`config.mk`:
```
export PLATFORM = sky130hd
export DESIGN_NAME = csi_host_top
export DESIGN_NICKNAME = d
export VERILOG_FILES = /design/src/logic/csi_host_pkg.sv /design/src/logic/apb_master.sv /design/src/logic/csi_command_sequencer.sv /design/src/logic/csi_host_top.sv /design/src/logic/pixel_capture.sv /design/src/logic/sync_fifo.sv
export SDC_FILE = /design/constraint.sdc
export NUM_CORES = 1
export LEC_CHECK = 0
export BUFFER_PORTS_ARGS = -buffer_cell sky130_fd_sc_hd__buf_2
export CAP_MARGIN = 20
export CORE_MARGIN = 2
export CORE_UTILIZATION = 40
export DETAILED_ROUTE_END_ITERATION = 6
export SYNTH_ARGS = -nofsm -noshare
export SYNTH_HDL_FRONTEND = slang
export SYNTH_SLANG_ARGS = --single-unit
```
`constraint.sdc`:
```
create_clock -name bus_clk -period 5.4 [get_ports bus_clk]
set_input_delay 1.62 -clock bus_clk [delete_from_list [all_inputs] [get_ports bus_clk]]
set_output_delay 1.62 -clock bus_clk [all_outputs]
set_load 0.05 [all_outputs]
```
`src/logic/csi_host_pkg.sv`:
```
package csi_host_pkg;

   // bus and counter sizes
   localparam int APB_ADDR_W = 6;
   localparam int APB_DATA_W = 32;
   localparam int PIXEL_W    = 10;
   localparam int CMD_W      = 8;
   localparam int LINE_CNT_W = 17;
   localparam int LINE_ERR_W = 4;

   // output FIFO is small so back-pressure is easy to reach
   localparam int CMD_FIFO_DEPTH = 16;
   localparam int OUT_FIFO_DEPTH = 16;

   typedef logic [CMD_W-1:0]      cmd_t;
   typedef logic [APB_DATA_W-1:0] out_word_t;

   typedef struct packed {
      logic                  write;
      logic [APB_ADDR_W-1:0] addr;
      logic [APB_DATA_W-1:0] wdata;
   } reg_op_t;

   typedef struct packed {
      logic                  psel;
      logic                  penable;
      logic                  pwrite;
      logic [APB_ADDR_W-1:0] paddr;
      logic [APB_DATA_W-1:0] pwdata;
   } apb_req_t;

   typedef struct packed {
      logic [APB_DATA_W-1:0] prdata;
      logic                  pready;
   } apb_rsp_t;

   typedef struct packed {
      logic               valid;
      logic               fs;
      logic               fe;
      logic               ls;
      logic               le;
      logic [PIXEL_W-1:0] pixel;
   } pixel_stream_t;

   // receiver register map, word addresses
   localparam logic [APB_ADDR_W-1:0] REG_CTRL   = 6'd0;
   localparam logic [APB_ADDR_W-1:0] REG_ROWS   = 6'd1;
   localparam logic [APB_ADDR_W-1:0] REG_COLS   = 6'd2;
   localparam logic [APB_ADDR_W-1:0] REG_CONFIG = 6'd3;

   localparam out_word_t ROWS_VALUE     = 32'd1080;
   localparam out_word_t COLS_VALUE     = 32'd1920;
   localparam out_word_t CONFIG_PARTIAL = 32'd2;
   localparam out_word_t CONFIG_ALL     = 32'd3;

   // host command bytes
   localparam cmd_t CMD_WRITE_ROWS       = "a";
   localparam cmd_t CMD_WRITE_COLS       = "b";
   localparam cmd_t CMD_START_CAPTURE    = "c";
   localparam cmd_t CMD_READ_ROWS        = "d";
   localparam cmd_t CMD_READ_COLS        = "e";
   localparam cmd_t CMD_READ_CTRL        = "f";
   localparam cmd_t CMD_READ_CONFIG      = "g";
   localparam cmd_t CMD_WRITE_CONFIG     = "h";
   localparam cmd_t CMD_WRITE_CONFIG_ALL = "i";

endpackage

```
`src/logic/apb_master.sv`:
```
`timescale 1ns/1ns

module apb_master
   import csi_host_pkg::*;
(
   input  logic      bus_clk,
   input  logic      arst_n,
   input  logic      op_start,
   input  reg_op_t   reg_op,
   input  apb_rsp_t  apb_rsp,
   output apb_req_t  apb_req,
   output logic      busy,
   output logic      op_done,
   output out_word_t rd_data,
   output logic      rd_push
);

   typedef enum logic [1:0] {
      A_IDLE,
      A_SETUP,
      A_ACCESS
   } apb_state_t;

   apb_state_t state;
   reg_op_t    op_q;
   logic       finish;

   assign finish = (state == A_ACCESS) && apb_rsp.pready;
   assign busy   = (state != A_IDLE);

   always_ff @(posedge bus_clk or negedge arst_n)
   begin
      if (!arst_n)
      begin
         state   <= A_IDLE;
         op_done <= 1'b0;
         rd_push <= 1'b0;
      end
      else
      begin
         op_done <= finish;
         rd_push <= finish && !op_q.write;
         case (state)
            A_IDLE:
               if (op_start)
                  state <= A_SETUP;
            A_SETUP:
               state <= A_ACCESS;
            A_ACCESS:
               if (apb_rsp.pready)
                  state <= A_IDLE;
            default:
               state <= A_IDLE;
         endcase
      end
   end

   // request held for the whole transfer
   always_ff @(posedge bus_clk)
   begin
      if (state == A_IDLE && op_start)
         op_q <= reg_op;
      if (finish)
         rd_data <= apb_rsp.prdata;
   end

   always_comb
   begin
      apb_req.psel    = (state != A_IDLE);
      apb_req.penable = (state == A_ACCESS);
      apb_req.pwrite  = op_q.write;
      apb_req.paddr   = op_q.addr;
      apb_req.pwdata  = op_q.wdata;
   end

endmodule

```
`src/logic/csi_command_sequencer.sv`:
```
`timescale 1ns/1ns

module csi_command_sequencer
   import csi_host_pkg::*;
(
   input  logic    bus_clk,
   input  logic    arst_n,
   input  logic    cmd_empty,
   input  cmd_t    cmd_byte,
   input  logic    op_busy,
   input  logic    op_done,
   input  logic    out_empty,
   input  logic    out_full,
   input  logic    frame_start,
   input  logic    frame_end,
   input  logic    out_full_seen,
   output logic    cmd_pop,
   output logic    op_start,
   output reg_op_t reg_op,
   output logic    capture_on
);

   typedef enum logic [3:0] {
      S_IDLE,
      S_DECODE,
      S_REG,
      S_WAIT_FS,
      S_STREAM,
      S_STOP_FULL,
      S_WAIT_DRAIN,
      S_RESTART,
      S_STOP_FE
   } seq_state_t;

   seq_state_t state;
   logic       issued;
   logic       cap_next;
   logic       fe_seen;
   logic       access_state;

   assign access_state = (state inside {S_REG, S_STOP_FULL, S_RESTART, S_STOP_FE});
   // reads wait for room in the output FIFO
   assign op_start   = access_state && !issued && !op_busy && (reg_op.write || !out_full);
   assign cmd_pop    = (state == S_IDLE) && !cmd_empty;
   assign capture_on = (state == S_STREAM);

   always_ff @(posedge bus_clk or negedge arst_n)
   begin
      if (!arst_n)
      begin
         state    <= S_IDLE;
         reg_op   <= '0;
         issued   <= 1'b0;
         cap_next <= 1'b0;
         fe_seen  <= 1'b0;
      end
      else
      begin
         if (op_start)
            issued <= 1'b1;
         else if (op_done)
            issued <= 1'b0;

         case (state)
            S_IDLE:
               if (!cmd_empty)
                  state <= S_DECODE;
            S_DECODE:
            begin
               state    <= S_REG;
               cap_next <= 1'b0;
               case (cmd_byte)
                  CMD_WRITE_ROWS:
                     reg_op <= '{write: 1'b1, addr: REG_ROWS, wdata: ROWS_VALUE};
                  CMD_WRITE_COLS:
                     reg_op <= '{write: 1'b1, addr: REG_COLS, wdata: COLS_VALUE};
                  CMD_START_CAPTURE:
                  begin
                     reg_op   <= '{write: 1'b1, addr: REG_CTRL, wdata: 32'd1};
                     cap_next <= 1'b1;
                  end
                  CMD_READ_ROWS:
                     reg_op <= '{write: 1'b0, addr: REG_ROWS, wdata: '0};
                  CMD_READ_COLS:
                     reg_op <= '{write: 1'b0, addr: REG_COLS, wdata: '0};
                  CMD_READ_CTRL:
                     reg_op <= '{write: 1'b0, addr: REG_CTRL, wdata: '0};
                  CMD_READ_CONFIG:
                     reg_op <= '{write: 1'b0, addr: REG_CONFIG, wdata: '0};
                  CMD_WRITE_CONFIG:
                     reg_op <= '{write: 1'b1, addr: REG_CONFIG, wdata: CONFIG_PARTIAL};
                  CMD_WRITE_CONFIG_ALL:
                     reg_op <= '{write: 1'b1, addr: REG_CONFIG, wdata: CONFIG_ALL};
                  // anything else is dropped
                  default:
                     state <= S_IDLE;
               endcase
            end
            S_REG:
               if (op_done)
                  state <= cap_next ? S_WAIT_FS : S_IDLE;
            S_WAIT_FS:
               if (frame_start)
                  state <= S_STREAM;
            S_STREAM:
               if (frame_end || fe_seen)
               begin
                  state   <= S_STOP_FE;
                  reg_op  <= '{write: 1'b1, addr: REG_CTRL, wdata: '0};
                  fe_seen <= 1'b0;
               end
               else if (out_full_seen)
               begin
                  state  <= S_STOP_FULL;
                  reg_op <= '{write: 1'b1, addr: REG_CTRL, wdata: '0};
               end
            S_STOP_FULL:
               if (op_done)
                  state <= S_WAIT_DRAIN;
            S_WAIT_DRAIN:
               if (out_empty)
               begin
                  state  <= S_RESTART;
                  reg_op <= '{write: 1'b1, addr: REG_CTRL, wdata: 32'd1};
               end
            S_RESTART:
               if (op_done)
                  state <= S_STREAM;
            S_STOP_FE:
               if (op_done)
                  state <= S_IDLE;
            default:
               state <= S_IDLE;
         endcase

         // frame end can land while paused for back-pressure
         if (frame_end && (state inside {S_STOP_FULL, S_WAIT_DRAIN, S_RESTART}))
            fe_seen <= 1'b1;
      end
   end

endmodule

```
`src/logic/csi_host_top.sv`:
```
`timescale 1ns/1ns

module csi_host_top
   import csi_host_pkg::*;
(
   input  logic                  bus_clk,
   input  logic                  arst_n,
   input  logic                  cmd_push,
   input  cmd_t                  cmd_data,
   input  logic                  out_pop,
   input  apb_rsp_t              apb_rsp,
   input  pixel_stream_t         stream,
   output logic                  cmd_full,
   output out_word_t             out_data,
   output logic                  out_empty,
   output apb_req_t              apb_req,
   output logic [LINE_ERR_W-1:0] led
);

   cmd_t      cmd_byte;
   logic      cmd_empty;
   logic      cmd_pop;
   logic      out_full;
   logic      out_push;
   out_word_t out_push_data;
   reg_op_t   reg_op;
   logic      op_start;
   logic      op_busy;
   logic      op_done;
   out_word_t rd_data;
   logic      rd_push;
   logic      word_push;
   out_word_t word_data;
   logic      capture_on;
   logic      frame_start;
   logic      frame_end;
   logic      out_full_seen;

   // only one writer is active at a time
   assign out_push      = rd_push || word_push;
   assign out_push_data = word_push ? word_data : rd_data;

   sync_fifo #(.payload_t(cmd_t), .DEPTH(CMD_FIFO_DEPTH)) u_cmd_fifo (
      .bus_clk   (bus_clk),
      .arst_n    (arst_n),
      .push      (cmd_push),
      .push_data (cmd_data),
      .pop       (cmd_pop),
      .pop_data  (cmd_byte),
      .full      (cmd_full),
      .empty     (cmd_empty)
   );

   sync_fifo #(.payload_t(out_word_t), .DEPTH(OUT_FIFO_DEPTH)) u_out_fifo (
      .bus_clk   (bus_clk),
      .arst_n    (arst_n),
      .push      (out_push),
      .push_data (out_push_data),
      .pop       (out_pop),
      .pop_data  (out_data),
      .full      (out_full),
      .empty     (out_empty)
   );

   csi_command_sequencer u_sequencer (
      .bus_clk       (bus_clk),
      .arst_n        (arst_n),
      .cmd_empty     (cmd_empty),
      .cmd_byte      (cmd_byte),
      .op_busy       (op_busy),
      .op_done       (op_done),
      .out_empty     (out_empty),
      .out_full      (out_full),
      .frame_start   (frame_start),
      .frame_end     (frame_end),
      .out_full_seen (out_full_seen),
      .cmd_pop       (cmd_pop),
      .op_start      (op_start),
      .reg_op        (reg_op),
      .capture_on    (capture_on)
   );

   apb_master u_apb_master (
      .bus_clk  (bus_clk),
      .arst_n   (arst_n),
      .op_start (op_start),
      .reg_op   (reg_op),
      .apb_rsp  (apb_rsp),
      .apb_req  (apb_req),
      .busy     (op_busy),
      .op_done  (op_done),
      .rd_data  (rd_data),
      .rd_push  (rd_push)
   );

   pixel_capture u_pixel_capture (
      .bus_clk       (bus_clk),
      .arst_n        (arst_n),
      .stream        (stream),
      .capture_on    (capture_on),
      .out_full      (out_full),
      .word_push     (word_push),
      .word_data     (word_data),
      .frame_start   (frame_start),
      .frame_end     (frame_end),
      .out_full_seen (out_full_seen),
      .line_err      (led)
   );

endmodule

```
`src/logic/pixel_capture.sv`:
```
`timescale 1ns/1ns

module pixel_capture
   import csi_host_pkg::*;
(
   input  logic                  bus_clk,
   input  logic                  arst_n,
   input  pixel_stream_t         stream,
   input  logic                  capture_on,
   input  logic                  out_full,
   output logic                  word_push,
   output out_word_t             word_data,
   output logic                  frame_start,
   output logic                  frame_end,
   output logic                  out_full_seen,
   output logic [LINE_ERR_W-1:0] line_err
);

   logic               valid_q;
   logic               ls_q;
   logic               le_q;
   logic [PIXEL_W-1:0] pixel_q;
   logic [LINE_CNT_W-1:0] ls_cnt;
   logic [LINE_CNT_W-1:0] le_cnt;

   // stage register, push checked against full at write time
   assign word_push     = capture_on && valid_q && !out_full;
   assign word_data     = {{(APB_DATA_W-PIXEL_W){1'b0}}, pixel_q};
   assign out_full_seen = capture_on && out_full;

   always_ff @(posedge bus_clk or negedge arst_n)
   begin
      if (!arst_n)
      begin
         valid_q     <= 1'b0;
         frame_start <= 1'b0;
         frame_end   <= 1'b0;
         ls_q        <= 1'b0;
         le_q        <= 1'b0;
         ls_cnt      <= '0;
         le_cnt      <= '0;
         line_err    <= '0;
      end
      else
      begin
         valid_q     <= stream.valid;
         frame_start <= stream.fs;
         frame_end   <= stream.fe;
         ls_q        <= stream.ls;
         le_q        <= stream.le;
         if (capture_on)
         begin
            // line start while previous line still open
            if (ls_q)
            begin
               if (ls_cnt != le_cnt)
                  line_err <= line_err + 1'b1;
               ls_cnt <= ls_cnt + 1'b1;
            end
            if (le_q)
               le_cnt <= le_cnt + 1'b1;
         end
      end
   end

   always_ff @(posedge bus_clk)
   begin
      pixel_q <= stream.pixel;
   end

endmodule

```
`src/logic/sync_fifo.sv`:
```
`timescale 1ns/1ns

module sync_fifo
   import csi_host_pkg::*;
#(
   parameter type payload_t = out_word_t,
   parameter int  DEPTH     = OUT_FIFO_DEPTH
)
(
   input  logic     bus_clk,
   input  logic     arst_n,
   input  logic     push,
   input  payload_t push_data,
   input  logic     pop,
   output payload_t pop_data,
   output logic     full,
   output logic     empty
);

   localparam int PTR_W = (DEPTH > 1) ? $clog2(DEPTH) : 1;

   payload_t         mem [DEPTH];
   logic [PTR_W-1:0] wr_ptr;
   logic [PTR_W-1:0] rd_ptr;
   logic [PTR_W:0]   count;
   logic             do_push;
   logic             do_pop;

   assign full    = (count == (PTR_W+1)'(DEPTH));
   assign empty   = (count == '0);
   assign do_push = push && !full;
   assign do_pop  = pop && !empty;

   // pointers and fill level
   always_ff @(posedge bus_clk or negedge arst_n)
   begin
      if (!arst_n)
      begin
         wr_ptr <= '0;
         rd_ptr <= '0;
         count  <= '0;
      end
      else
      begin
         if (do_push)
            wr_ptr <= (wr_ptr == PTR_W'(DEPTH-1)) ? '0 : wr_ptr + 1'b1;
         if (do_pop)
            rd_ptr <= (rd_ptr == PTR_W'(DEPTH-1)) ? '0 : rd_ptr + 1'b1;
         if (do_push && !do_pop)
            count <= count + 1'b1;
         else if (do_pop && !do_push)
            count <= count - 1'b1;
      end
   end

   // storage, read word shows up the cycle after the pop
   always_ff @(posedge bus_clk)
   begin
      if (do_push)
         mem[wr_ptr] <= push_data;
      if (do_pop)
         pop_data <= mem[rd_ptr];
   end

endmodule

```
# Word-level counts from Yosys, hierarchy flattened
# Memories as Yosys holds them, arrays and structs flattened. A register that Yosys moved wholly into a read port is not among the register bits.
# Index checks and enable logic that the tools add are counted.
[totals]
reg_bits = 200
mem_bits_rw = 640
inputBits = 60
out_inout_bits = 79
mem_count = 2
elab_cells = 172
[classes]
n_reduce_logical = 54
n_mux = 39
n_addsub = 11
n_eq_ne = 37
[memory_table]
columns = ["name", "depth", "word_bits", "read_ports", "rd_clocked_by_memory_dff", "write_ports", "line_no", "text"]
rows = [
  ["u_out_fifo.mem", 16, 32, 1, 1, 1, "sync_fifo.sv:22", "payload_t mem [DEPTH];"],
  ["u_cmd_fifo.mem", 16, 8, 1, 1, 1, "sync_fifo.sv:22", ""],
]
[op_table]
columns = ["operator", "n"]
rows = [
  ["39-bit case mux with 9 select lines", 1],
  ["39-bit 2-to-1 mux", 3],
  ["39-bit case mux with 3 select lines", 1],
  ["8-bit by 7-bit equality test with 1-bit output (second input constant)", 9],
  ["4-bit 2-to-1 mux", 13],
  ["4-bit case mux with 9 select lines", 1],
  ["17-bit by 1-bit adder with 17-bit output (second input constant)", 2],
  ["32-bit 2-to-1 mux", 1],
  ["4-bit by 1-bit adder with 4-bit output (second input constant)", 5],
  ["4-bit equality test (second input constant)", 5],
  ["5-bit 2-to-1 mux", 4],
  ["1-bit logical AND", 19],
  ["17-bit != test", 1],
  ["4-bit by 3-bit equality test with 1-bit output (second input constant)", 4],
  ["2-bit by 1-bit != test with 1-bit output (second input constant)", 6],
  ["2-bit nonzero test", 6],
  ["1-bit logical NOT", 11],
  ["5-bit by 1-bit adder with 5-bit output (second input constant)", 2],
  ["5-bit equality test (second input constant)", 2],
  ["5-bit logical NOT", 2],
  ["1-bit 2-to-1 mux", 10],
  ["10-bit by 9-bit != test with 1-bit output (second input constant)", 1],
  ["5-bit by 1-bit subtractor with 5-bit output (second input constant)", 2],
  ["9-bit OR reduction", 1],
  ["17 further kinds", 29],
]

# Longest topological paths before layout
# Gate-level depths: netlist (run 1).
[depth]
ltp_word = 9
depth_mapped = 14
depth_no_buf = 11

# By module
# From an unflattened synthesis (run 1), not the netlist that was laid out.
[hier_totals]
hier_cells = 1714
area_unflattened_um2 = 33472.1
[modules_own_cells]
columns = ["mod", "n_inst", "area_per_inst_um2", "cells_each", "seq_area_each_um2"]
rows = [
  ["sync_fifo at u_out_fifo", 1, 20961.4, 925, 16661.0],
  ["sync_fifo at u_cmd_fifo", 1, 6115.9, 335, 4409.2],
  ["pixel_capture", 1, 2338.5, 200, 1276.2],
  ["apb_master", 1, 2304.7, 85, 2232.1],
  ["csi_command_sequencer", 1, 1204.9, 132, 375.4],
  ["csi_host_top", 1, 546.8, 37, 0.0],
]

# Worst setup path before layout (run 1)
# Ideal clock, no wire load.
[synth_path]
kind = "flip-flop to flip-flop"
from = "register u_sequencer.state[3]"
to = "memory u_out_fifo.mem[2][0] (netlist bit), enable pin"
path_stages_with_launch = 9
path_buffers = 3
path_slack_ps = 1261
t_arrival_ps = 3678
period_less_slack_ps = 4139
setup_ps = 461
path_cell_list = "dfrtp_1 > buf_2 > nor4b_2 > buf_4 > a21oi_1 > a21oi_1 > buf_2 > nand2_1 > nor3_1"
[synth_via]
elab_chain_len = 7
[synth_lines]
columns = ["element", "line_no", "text"]
rows = [
  ["from (decl)", "csi_command_sequencer.sv:35", "seq_state_t state;"],
  ["from (signal assigned)", "csi_command_sequencer.sv:101", "state <= cap_next ? S_WAIT_FS : S_IDLE;"],
  ["4-bit by 3-bit equality test with 1-bit output", "csi_command_sequencer.sv:45", "assign capture_on = (state == S_STREAM);"],
  ["1-bit logical AND (2 in a row)", "pixel_capture.sv:27", "assign word_push = capture_on && valid_q && !out_full;"],
  ["1-bit logical OR", "csi_host_top.sv:40", "assign out_push = rd_push || word_push;"],
  ["1-bit logical AND", "sync_fifo.sv:31", "assign do_push = push && !full;"],
  ["named net u_out_fifo.do_push", "sync_fifo.sv:26", "logic do_push;"],
  ["1-bit 2-to-1 mux", "sync_fifo.sv:59", "if (do_push)"],
  ["1-bit 2-to-1 mux (not written as such)", "sync_fifo.sv:60", "mem[wr_ptr] <= push_data;"],
  ["to (decl)", "sync_fifo.sv:22", ""],
]
# The timed path passes the listed nets, and every way through them passes these cells.

# Worst setup path in the final report (run 1)
[layout_path]
from = "register u_cmd_fifo.count[0]"
to = "output cmd_full"
[layout_via]
elab_chain_len = 1
[layout_lines]
columns = ["element", "line_no", "text"]
rows = [
  ["from (decl)", "sync_fifo.sv:25", "logic [PTR_W:0] count;"],
  ["from (signal assigned)", "sync_fifo.sv:50", "count <= count + 1'b1;"],
  ["from (signal assigned)", "sync_fifo.sv:52", "count <= count - 1'b1;"],
  ["5-bit equality test", "sync_fifo.sv:29", "assign full = (count == (PTR_W+1)'(DEPTH));"],
  ["to (decl)", "csi_host_top.sv:13", "output logic cmd_full,"],
]
# Every way passes these cells.

==> results of run 1 <==
## synthesized netlist by cell type, types with 4 or more instances
cell      count  area share (%)
nand4_1      15            0.29
ha_1         21            0.82
nand2_1      46            0.54
mux2i_1      41             1.3
a21oi_1      56            0.87
nor3_1       16            0.25
mux4_2      160              11
o21ai_1       8            0.12
buf_2        25            0.39
nor2_1       46            0.54
dfxtp_1      10            0.62
o21ai_0      10            0.16
dfrtp_1      88             6.8
buf_1        14            0.16
a21o_1       10            0.23
and3_1        4           0.078
inv_1        14            0.16
and2_1        5           0.097
nor2b_1      69             1.3
a211oi_1     42            0.98
edfxtp_1    720              67
clkbuf_1     40            0.47
xnor2_1      51             1.4
buf_4        35            0.82
nor4_1        4           0.078
mux2_1       19            0.67
xor2_1       18            0.49
mux2_2        4            0.14
nand2b_1      6            0.12
nand3_1      19            0.30
## logic make-up after synthesis
family / after synthesis / synth area share (%)
AO/OA/AOI/OAI: 145 / 2.867
XOR/XNOR: 69 / 1.879
adder cells (fa/ha/maj): 23 / 0.9414
buffers and inverters: 129 / 2.011
flip-flops: 818 / 74.69
multiplexers: 224 / 13.28
other: 1 / 0.01166
AND/OR/NAND/NOR: 254 / 4.318
## critical path, delay by kind of cell (launching register included)
family,cells,cell delay (ps)
AND/OR/NAND/NOR,2,790
buffers and inverters,1,300
flip-flops,1,440
## worst max-delay path by stage
stage | start | endpoint | depth (start not counted)
CTS | u_cmd_fifo.count[0]$_DFFE_PN0P_ | cmd_full | 3
global route | u_sequencer.state[0]$_DFFE_PN0P_ | u_out_fifo.mem[6][4]$_DFFE_PP_ | 7
finish | u_cmd_fifo.count[0]$_DFFE_PN0P_ | cmd_full | 3
detailed placement | cmd_push | u_cmd_fifo.count[4]$_DFFE_PN0P_ | 10
global placement | cmd_push | u_cmd_fifo.count[4]$_DFFE_PN0P_ | 10
floorplan | u_sequencer.state[3]$_DFFE_PN0P_ | u_out_fifo.mem[2][0]$_DFFE_PP_ | 8
## cell type report
class | instances | area [um2]
Timing Repair Buffer | 151 | 913.4
Multi-Input combinational cell | 742 | 7711
Inverter | 15 | 56.30
Sequential cell | 818 | 24040
Fill cell | 6648 | 42280
Tap cell | 1050 | 1314
Clock inverter | 46 | 575.6
Clock buffer | 113 | 2366
## registers in the layout, summed over array words and instances (netlist names), 2 cells and up
register,cells
u_pixel_capture.le_cnt,17
u_out_fifo.mem,512
u_out_fifo.wr_ptr,4
u_out_fifo.count,5
u_pixel_capture.pixel_q,10
u_cmd_fifo.pop_data,8
u_apb_master.apb_req,8
u_apb_master.rd_data,32
u_sequencer.state,4
u_out_fifo.rd_ptr,4
u_out_fifo.pop_data,32
u_cmd_fifo.wr_ptr,4
u_pixel_capture.line_err,4
u_cmd_fifo.rd_ptr,4
u_cmd_fifo.mem,128
u_cmd_fifo.count,5
u_sequencer.reg_op,8
u_pixel_capture.ls_cnt,17
u_apb_master.state,2
## metrics by stage
stage	instances	hold slack, ps	area [um2]	setup WS [ps]	power, W
CTS	2930	443.0	36940	1571	0.01911
finish	2935	435.8	36970	1628	0.01886
global route	2935	457.5	36970	1409	0.01974
global placement	2770	417.2	33970	1438	0.01291
detailed placement	2771	427.7	34000	1334	0.01299
floorplan	1689	417.8	32260	1261	0.01173
## power groups by stage
| stage | combinational, W | sequential (W) | clock [W] |
|---|---|---|---|
| finish | 0.00461 | 0.00815 | 0.00610 |
| global route | 0.00502 | 0.00823 | 0.00648 |
| detailed placement | 0.00469 | 0.00830 | 0 |
| global placement | 0.00462 | 0.00828 | 0 |
| floorplan | 0.00338 | 0.00834 | 0 |
| CTS | 0.00470 | 0.00817 | 0.00624 |
## per-layer routing
| metal | up-vias | GRT usage, % | share of wire [%] |
|---|---|---|---|
| met1 | 8033 | 21.95 | 42 |
| met3 | 103 | 2.892 | 4.5 |
| met2 | 364 | 28.68 | 51 |
| met5 | - | 0 | 0 |
| met4 | 0 | 4.375 | 2.2 |
| li1 | 6866 | - | - |
## cell usage in the layout, fill, tap and decap left out, drive strengths merged, types with 6 or more instances in the layout
master and n:
edfxtp 720, bufinv 11, inv 21, xnor2 51, ha 21, nand2 46, a21o 10, nor2 47
buf 151, nor2b 69, nand3 19, a21oi 56, o21ai 18, conb 27, a211oi 42, mux2i 41
clkinv 26, dfxtp 10, nand2b 6, mux4 160, nand4 16, xor2 18, clkbuf 113, mux2 23
dfrtp 88, nor3 17
==> impl_metrics.py, run 1 <==
metrics = {
    "worst_setup_path": {
        "path_max_fanout": 4,
        "crit_type": "flip-flop to primary output",
        "r2r_start": "u_sequencer.state[0]$_DFFE_PN0P_",
        "cp_slowest_cell": "nor4_1",
        "r2r_end": "u_out_fifo.mem[7][14]$_DFFE_PP_",
        "worstPathCellList": "nor4_1 -> and2_1 -> buf_2",
        "arrival_ps": 2150,
        "ff2ff_path_depth": 7,
        "endpoint_kind": "primary output",
        "critPathMaxStageDelay_ps": 500,
        "cp.required_ps": 3780,
        "ff2ff_setup_slack_ps": 1710,
        "start_kind": "flip-flop",
    },
    "cts": {
        "post_cts_buffers": 0,
        "ctsResizeCount": 0,
        "cts_tree": "built",
        "clk_pin_slew_ps": 60,
        "clockBufferDepth": 3,
        "root_buffer": "clkbuf_16",
        "clock_sink_count": 818,
        "clk_latency_ps": 640,
        "cts_hold_buffers": 0,
        "cts_made_buffers": 86,
        "cts_htree_levels": 3,
    },
    "worst_hold_path": {
        "whs_endpoint": "u_apb_master.rd_push$_DFF_PN0_",
        "hold_path.class": "flip-flop to flip-flop",
        "holdPathStages": 1,
        "min_from": "u_apb_master.apb_req[38]$_DFFE_PP_",
    },
    "drt": {
        "drt_first_iter_violations": 1226,
        "antenna_left": 0,
        "wl_um": 67850,
        "wl_per_cell_um": 23.12,
        "first_pass_iters": 5,
        "vias": 15370,
        "remaining_drc_errors": 0,
        "viasPerCell": 5.235,
    },
    "global_routing": {
        "grt.overflow.total": 0,
        "grt_pass1_vias": 16500,
        "grt_use_total_pct": 16.68,
        "grt_max_degree": 65,
        "grt_pass1_wl_um": 103100,
        "antenna_found_initial": 0,
    },
    "power": {
        "combPwrFrac_pct": 24.4,
        "pwr-share-clk_pct": 32.4,
        "cell_internal_pwr_w": 0.01322,
        "seq_power_share_pct": 43.2,
        "p_sw_share_pct": 29.87,
        "p_leak_nw": 12.49,
        "powerDensity_nw_per_um2": 510.0,
        "peakVddDrop_uv": 284.9,
        "netSwitchingPower_w": 0.005632,
    },
    "layout": {
        "diodes": 0,
        "nets": 1897,
        "drive_gt1_share_pct": 25.62,
        "syn_to_final_growth_pct": 14.95,
        "final_core_util_pct": 46.65,
    },
    "floorplan": {
        "die_area_um2": 82700,
        "row_count": 103,
        "die_y_um": 287.6,
        "pin_count": 139,
        "die_w_um": 287.6,
        "core_area_um2": 79260,
        "initial_core_util_pct": 40.58,
    },
    "yosys": {
        "synthFlopType": "edfxtp_1",
        "avgSynthCellArea_um2": 19.34,
        "syn-cell-area_um2": 32160,
        "yosysSeqAreaShare_pct": 74.69,
        "yosysWarnings": 0,
        "yosysUniqueCellTypes": 66,
        "post_synth_inst_count": 1663,
        "synth-edff-count": 720,
        "synth.ff_latch_count": 818,
        "async_reset_ff_share_pct": 10.76,
    },
    "sta": {
        "final.setup.tns_ps": 0,
        "finalMaxSlewViolations": 0,
        "fin_crit_sh_pct": 69.86,
        "clock_skew_ps": 24.79,
        "slew_headroom_pct": 26.57,
        "worst_pin_slew_ps": 1093,
        "rsz0062_at_grt": "false",
        "max_freq_mhz": 265.1,
        "setup_viol": 0,
        "final.min_clock_period_ps": 3772,
        "finalHoldViolCount": 0,
    },
    "placement": {
        "portBuffers": 111,
        "dp_hpwl_um": 39760,
        "place_congestion": 0.7764,
    },
    "job": {
        "cap_violations": 0,
    },
    "run_status": {
        "status": "finished clean",
    },
}
Note: power is estimated with default switching activity, not from simulation.
==> run 2, diff against run 1 <==
- clock period: 5.4 -> 3.2 ns (I/O delays scaled with it)
==> impl_metrics.py, run 2 (synthesis gave the netlist of run 1 again) <==
metrics = {
    "layout": {
        "final_core_util_pct": 47.44,
        "top_regs": "u_out_fifo.mem x512, u_cmd_fifo.mem x128",
        "fill_cells": 6604,
        "largest_register": "u_out_fifo.mem",
        "final_area_um2": 37600,
        "diodes": 0,
        "final_cell_mix": "edfxtp_1 (720), mux4_2 (160), buf_2 (110), buf_4 (99), clkbuf_16 (89)",
        "largest_reg_flops": 512,
        "final_common_cell": "edfxtp_1",
        "nets": 1970,
        "syn_to_final_growth_pct": 16.91,
        "drive_gt1_share_pct": 28.04,
    },
    "cts": {
        "clk_latency_ps": 640,
        "cts_made_buffers": 88,
        "clock_sink_count": 818,
        "clockBufferDepth": 3,
        "root_buffer": "clkbuf_16",
        "clk_pin_slew_ps": 60,
        "post_cts_buffers": 0,
        "cts_tree": "built",
        "cts_htree_levels": 3,
    },
    "global_routing": {
        "use_met2_pct": 28.19,
        "grt_max_degree": 79,
        "grt.overflow.total": 0,
        "grt_pass1_vias": 16730,
        "busiest_layer": "met2",
        "grt.met1_usage_pct": 23.15,
        "antenna_found_initial": 2,
        "grt_use_total_pct": 16.98,
        "grt_pass1_wl_um": 104300,
        "use_met3_pct": 2.995,
    },
    "power": {
        "p_leak_nw": 12.84,
        "pwr-share-clk_pct": 31.5,
        "power.total_w": 0.03206,
        "cell_internal_pwr_w": 0.02248,
        "seq_power_share_pct": 42.6,
        "netSwitchingPower_w": 0.009581,
        "powerDensity_nw_per_um2": 852.7,
        "p_sw_share_pct": 29.88,
        "combPwrFrac_pct": 25.9,
        "peakVddDrop_uv": 517.6,
    },
    "worst_setup_path": {
        "arrival_ps": 2090,
        "crit_type": "flip-flop to primary output",
        "critPathMaxStageDelay_ps": 490,
        "cp_slowest_cell": "nor4_1",
        "endpoint_kind": "primary output",
        "cp.required_ps": 2240,
        "worstPathCellList": "nor4_1 -> and2_1 -> buf_2",
        "start_kind": "flip-flop",
        "cp_num_buf_inv": 1,
        "crit_family": "simple AND/OR/NAND/NOR gates",
        "path_max_fanout": 4,
    },
    "placement": {
        "portBuffers": 111,
        "place_congestion": 0.7503,
        "dp_hpwl_um": 40570,
        "dpl-instance-area_um2": 34680,
    },
    "sta": {
        "worst_hold_slack_ps": 364.4,
        "setup_viol": 0,
        "finalMaxSlewViolations": 0,
        "rsz0062_at_grt": "false",
        "clock_skew_ps": 27.02,
        "final.setup.tns_ps": 0,
        "final.min_clock_period_ps": 3046,
        "slew_headroom_pct": 37.06,
        "max_freq_mhz": 328.3,
        "worst_pin_slew_ps": 942.2,
        "fin_crit_sh_pct": 95.20,
        "finalHoldViolCount": 0,
    },
    "floorplan": {
        "core_area_um2": 79260,
        "initial_core_util_pct": 40.58,
        "die_y_um": 287.6,
        "die_w_um": 287.6,
        "die_area_um2": 82700,
        "row_count": 103,
        "pin_count": 139,
    },
    "run_status": {
        "status": "finished clean",
    },
    "drt": {
        "antenna_left": 0,
        "first_pass_iters": 5,
        "wl_um": 69450,
        "drt_first_iter_violations": 1289,
        "vias": 15850,
        "viasPerCell": 5.269,
        "wl_per_cell_um": 23.09,
        "remaining_drc_errors": 0,
    },
    "worst_hold_path": {
        "hold_path.class": "input port to asynchronous set/reset pin",
    },
    "job": {
        "cap_violations": 0,
    },
}
## run 2: cell count changes in the layout (fill, tap and decap cells not counted), sizes merged
cell and delta:
buf +71, clkinv +17, clkbuf -12, inv -2, clkinvlp -1
## run 2: worst paths after layout
| path | endpoint | depth (start not counted) | from | slack [ps] |
|---|---|---|---|---|
| max in group asynchronous | u_pixel_capture.le_cnt[16]$_DFFE_PN0P_ | 2 | arst_n | 2150 |
| setup reg to reg | u_cmd_fifo.count[4]$_DFFE_PN0P_ | 11 | u_sequencer.state[0]$_DFFE_PN0P_ | 300 |
| hold / removal | u_cmd_fifo.wr_ptr[2]$_DFFE_PN0P_ | 1 | arst_n | 360 |
| setup / recovery | cmd_full | 3 | u_cmd_fifo.count[0]$_DFFE_PN0P_ | 150 |
| min in group bus_clk | u_pixel_capture.pixel_q[9]$_DFF_P_ | 1 | stream[9] | 420 |
| hold reg to reg | u_apb_master.rd_push$_DFF_PN0_ | 1 | u_apb_master.apb_req[38]$_DFFE_PP_ | 430 |
## run 2: layer usage
layer / vias to the layer above / part of all wire, %
met5: - / 0
met4: 0 / 2.3
met3: 106 / 4.7
met2: 370 / 50
met1: 8321 / 43
li1: 7051 / -
## run 2: what timing repair did
| item | CTS | global route |
|---|---|---|
| hold buffers | 0 | 0 |
| hold endpoints to repair | 0 | 0 |
| endpoints found under the setup margin | 0 | 2 |
| gates resized for setup | 0 | 1 |
## run 2: final cells by class
type                            instances  area (um2)  area share (%)
Tap cell                             1050        1314           3.494
Multi-Input combinational cell        742        7742           20.59
Clock buffer                          101        2272           6.043
Timing Repair Buffer                  222        1562           4.153
Clock inverter                         60       619.3           1.647
Inverter                               15       56.30          0.1497
Sequential cell                       818       24040           63.92
## run 2: metrics by stage
stage                     instances  setup slack (ps)
after floorplan                1689            -82.12
after global placement         2846             293.6
after detailed placement       2846             292.8
after CTS                      3007             66.50
after global routing           3008            0.3124
final                          3008             153.5
## run 2: worst register-to-register path, delay by kind of cell, from the launching register on
kind,cells,cell delay (ps)
simple gates,2,630
flops,1,390
fa+ha+maj,2,540
buf+inv,2,330
compound gates,3,620
xor+xnor,2,270
## run 2: power by group through the flow
stage,clock network [W],registers [W],logic [W]
5_1_grt,0.0108,0.0138,0.00901
2_1_floorplan,0,0.0141,0.00571
4_1_cts,0.0104,0.0137,0.00838
3_5_place_dp,0,0.0139,0.00836
3_3_place_gp,0,0.0139,0.00825
6_report,0.0101,0.0136,0.00831
==> run 3, diff against run 2 <==
- SYNTH_HIERARCHICAL: default -> 1
==> impl_metrics.py, run 3 <==
metrics = {
    "global_routing": {
        "grt_use_total_pct": 16.13,
        "grt.met1_usage_pct": 21.43,
        "busiest_layer": "met2",
        "antenna_found_initial": 1,
        "use_met3_pct": 2.723,
        "grt_pass1_wl_um": 104400,
        "use_met2_pct": 27.38,
        "grt.overflow.total": 0,
        "grt_max_degree": 49,
        "grt_pass1_vias": 16840,
    },
    "yosys": {
        "yosysMostFrequentCell": "edfxtp_1",
        "synth.ff_latch_count": 849,
        "yosys.area.top_type_share_pct": 67.37,
        "synthFlopType": "edfxtp_1",
        "yosys.area.top_type": "edfxtp_1",
        "post_synth_inst_count": 1714,
        "avgSynthCellArea_um2": 19.53,
        "yosysWarnings": 6,
        "syn-cell-area_um2": 33470,
        "yosysSeqAreaShare_pct": 74.55,
        "synth-edff-count": 751,
        "synth_top_cells_by_area": "edfxtp_1 (67%), mux4_2 (10%), dfrtp_1 (6.6%)",
        "async_reset_ff_share_pct": 10.37,
        "yosysUniqueCellTypes": 81,
        "synth_common_cells": "edfxtp_1 (751), mux4_2 (152), dfrtp_1 (88)",
    },
    "sta": {
        "fin_crit_sh_pct": 96.83,
        "finalMaxSlewViolations": 0,
        "setup_viol": 0,
        "worst_pin_slew_ps": 966.9,
        "finalHoldViolCount": 0,
        "slew_headroom_pct": 35.54,
        "clock_skew_ps": 56.59,
        "final.setup.tns_ps": 0,
        "final.min_clock_period_ps": 3099,
        "rsz0062_at_grt": "false",
        "max_freq_mhz": 322.7,
    },
    "worst_setup_path": {
        "r2r_start": "u_out_fifo/count[0]$_DFFE_PN0P_",
        "ff2ff_path_depth": 12,
        "crit_path_end": "out_empty",
        "critPathMaxStageDelay_ps": 550,
        "ff2ff_setup_slack_ps": 250,
        "path_max_fanout": 5,
        "endpoint_kind": "primary output",
        "crit_type": "flip-flop to primary output",
        "r2r_end": "u_out_fifo/count[4]$_DFFE_PN0P_",
        "start_kind": "flip-flop",
        "arrival_ps": 2140,
        "cp_slowest_cell": "or4_4",
        "worstPathCellList": "or4_4 -> nor2_1 -> buf_2",
        "cp.required_ps": 2240,
        "cp-startpoint": "u_out_fifo/count[0]$_DFFE_PN0P_",
    },
    "cts": {
        "clockBufferDepth": 3,
        "cts_tree": "built",
        "cts_htree_levels": 3,
        "root_buffer": "clkbuf_16",
        "ctsResizeCount": 0,
        "cts_hold_buffers": 0,
        "post_cts_buffers": 0,
        "clock_sink_count": 849,
        "clk_latency_ps": 660,
        "cts_made_buffers": 88,
        "clk_pin_slew_ps": 60,
    },
    "power": {
        "peakVddDrop_uv": 556.2,
        "combPwrFrac_pct": 26.7,
        "seq_power_share_pct": 43.6,
        "cell_internal_pwr_w": 0.02253,
        "power.total_w": 0.03271,
        "netSwitchingPower_w": 0.01018,
        "p_sw_share_pct": 31.13,
        "pwr-share-clk_pct": 29.8,
        "p_leak_nw": 13.16,
        "powerDensity_nw_per_um2": 848.4,
    },
    "floorplan": {
        "die_y_um": 293.3,
        "pin_count": 139,
        "initial_core_util_pct": 40.19,
        "die_area_um2": 86010,
        "die_w_um": 293.3,
        "core_area_um2": 83290,
        "row_count": 106,
    },
    "drt": {
        "wl_um": 68270,
        "remaining_drc_errors": 0,
        "drt_first_iter_violations": 1259,
        "antenna_left": 0,
        "first_pass_iters": 5,
        "vias": 16110,
        "viasPerCell": 5.215,
        "wl_per_cell_um": 22.09,
    },
    "layout": {
        "diodes": 0,
        "drive_gt1_share_pct": 29.95,
        "final_common_cell": "edfxtp_1",
        "final_area_um2": 38550,
        "final_cell_mix": "edfxtp_1 (751), mux4_2 (152), buf_2 (137), clkbuf_16 (88), dfrtp_1 (84)",
        "multi_input_area_um2": 7869,
        "largest_register": "u_out_fifo/mem",
        "nets": 2024,
        "final_core_util_pct": 46.29,
        "largest_reg_flops": 512,
        "syn_to_final_growth_pct": 15.18,
        "register_area_um2": 24960,
        "fill_cells": 7009,
    },
    "placement": {
        "portBuffers": 138,
        "place_congestion": 0.7942,
        "dpl-instance-area_um2": 35770,
        "dp_hpwl_um": 41910,
    },
    "worst_hold_path": {
        "hold_path.class": "input port to asynchronous set/reset pin",
    },
    "job": {
        "cap_violations": 0,
    },
    "run_status": {
        "status": "finished clean",
    },
}
run 3: cell type report:
class	instances	area share (%)
clock inverter	41	1.107
inverter	30	0.2921
timing repair buffer	219	3.830
clock buffer	120	6.102
tap	1080	3.505
sequential	849	64.75
multi-input combinational	751	20.41
run 3: how the worst min path moves through the flow:
stage	startpoint	end	slack, ps
floorplan	u_sequencer/reg_op[0]$_DFFE_PN0P_	u_apb_master/apb_req[0]$_DFFE_PP_	420
global placement	u_sequencer/reg_op[38]$_DFFE_PN0P_	u_apb_master/apb_req[38]$_DFFE_PP_	430
detailed placement	u_sequencer/reg_op[38]$_DFFE_PN0P_	u_apb_master/apb_req[38]$_DFFE_PP_	430
CTS	arst_n	u_pixel_capture/le_cnt[6]$_DFFE_PN0P_	310
global route	arst_n	u_pixel_capture/le_cnt[4]$_DFFE_PN0P_	350
finish	arst_n	u_pixel_capture/le_cnt[4]$_DFFE_PN0P_	320
run 3: cells by family (layout without fill, tap and decap cells):
kind of cell | Yosys count | in the layout | synth area share, %
flip-flops | 849 | 849 | 74.55
AO/OA/AOI/OAI | 152 | 152 | 3.174
other | 2 | 49 | 0.02244
multiplexers | 213 | 213 | 12.71
adder cells (fa/ha/maj) | 25 | 25 | 0.9794
buffers and inverters | 161 | 410 | 3.106
XOR/XNOR | 66 | 66 | 1.727
AND/OR/NAND/NOR | 246 | 246 | 3.734
run 3: power groups by stage:
stage          clock (W)  combinational, W  sequential, W
2_1_floorplan          0           0.00597         0.0149
3_3_place_gp           0           0.00870         0.0145
3_5_place_dp           0           0.00884         0.0145
4_1_cts           0.0100           0.00887         0.0143
5_1_grt           0.0105           0.00941         0.0144
6_report         0.00974           0.00872         0.0142
run 3: stage by stage:
step	hold slack, ps	std cells	setup slack (ps)
finish	323.8	3090	101.5
global route	345.7	3090	19.15
CTS	305.4	3090	31.21
detailed placement	434.3	2929	248.7
global placement	433.1	2929	262.3
floorplan	419.4	1761	-100.3
run 3: metal layers:
metal / vias up / wire, um / share of wire, %
li1: 7183 / - / -
met1: 8496 / 29210 / 43
met3: 105 / 3032 / 4.4
met2: 330 / 34470 / 50
met4: 0 / 1561 / 2.3
met5: - / 0 / 0
run 3: critical path: cells and delay by family, from the launching register on:
family	cells	cell delay, ps
simple gates	2	730
flops	1	430
buf+inv	1	320
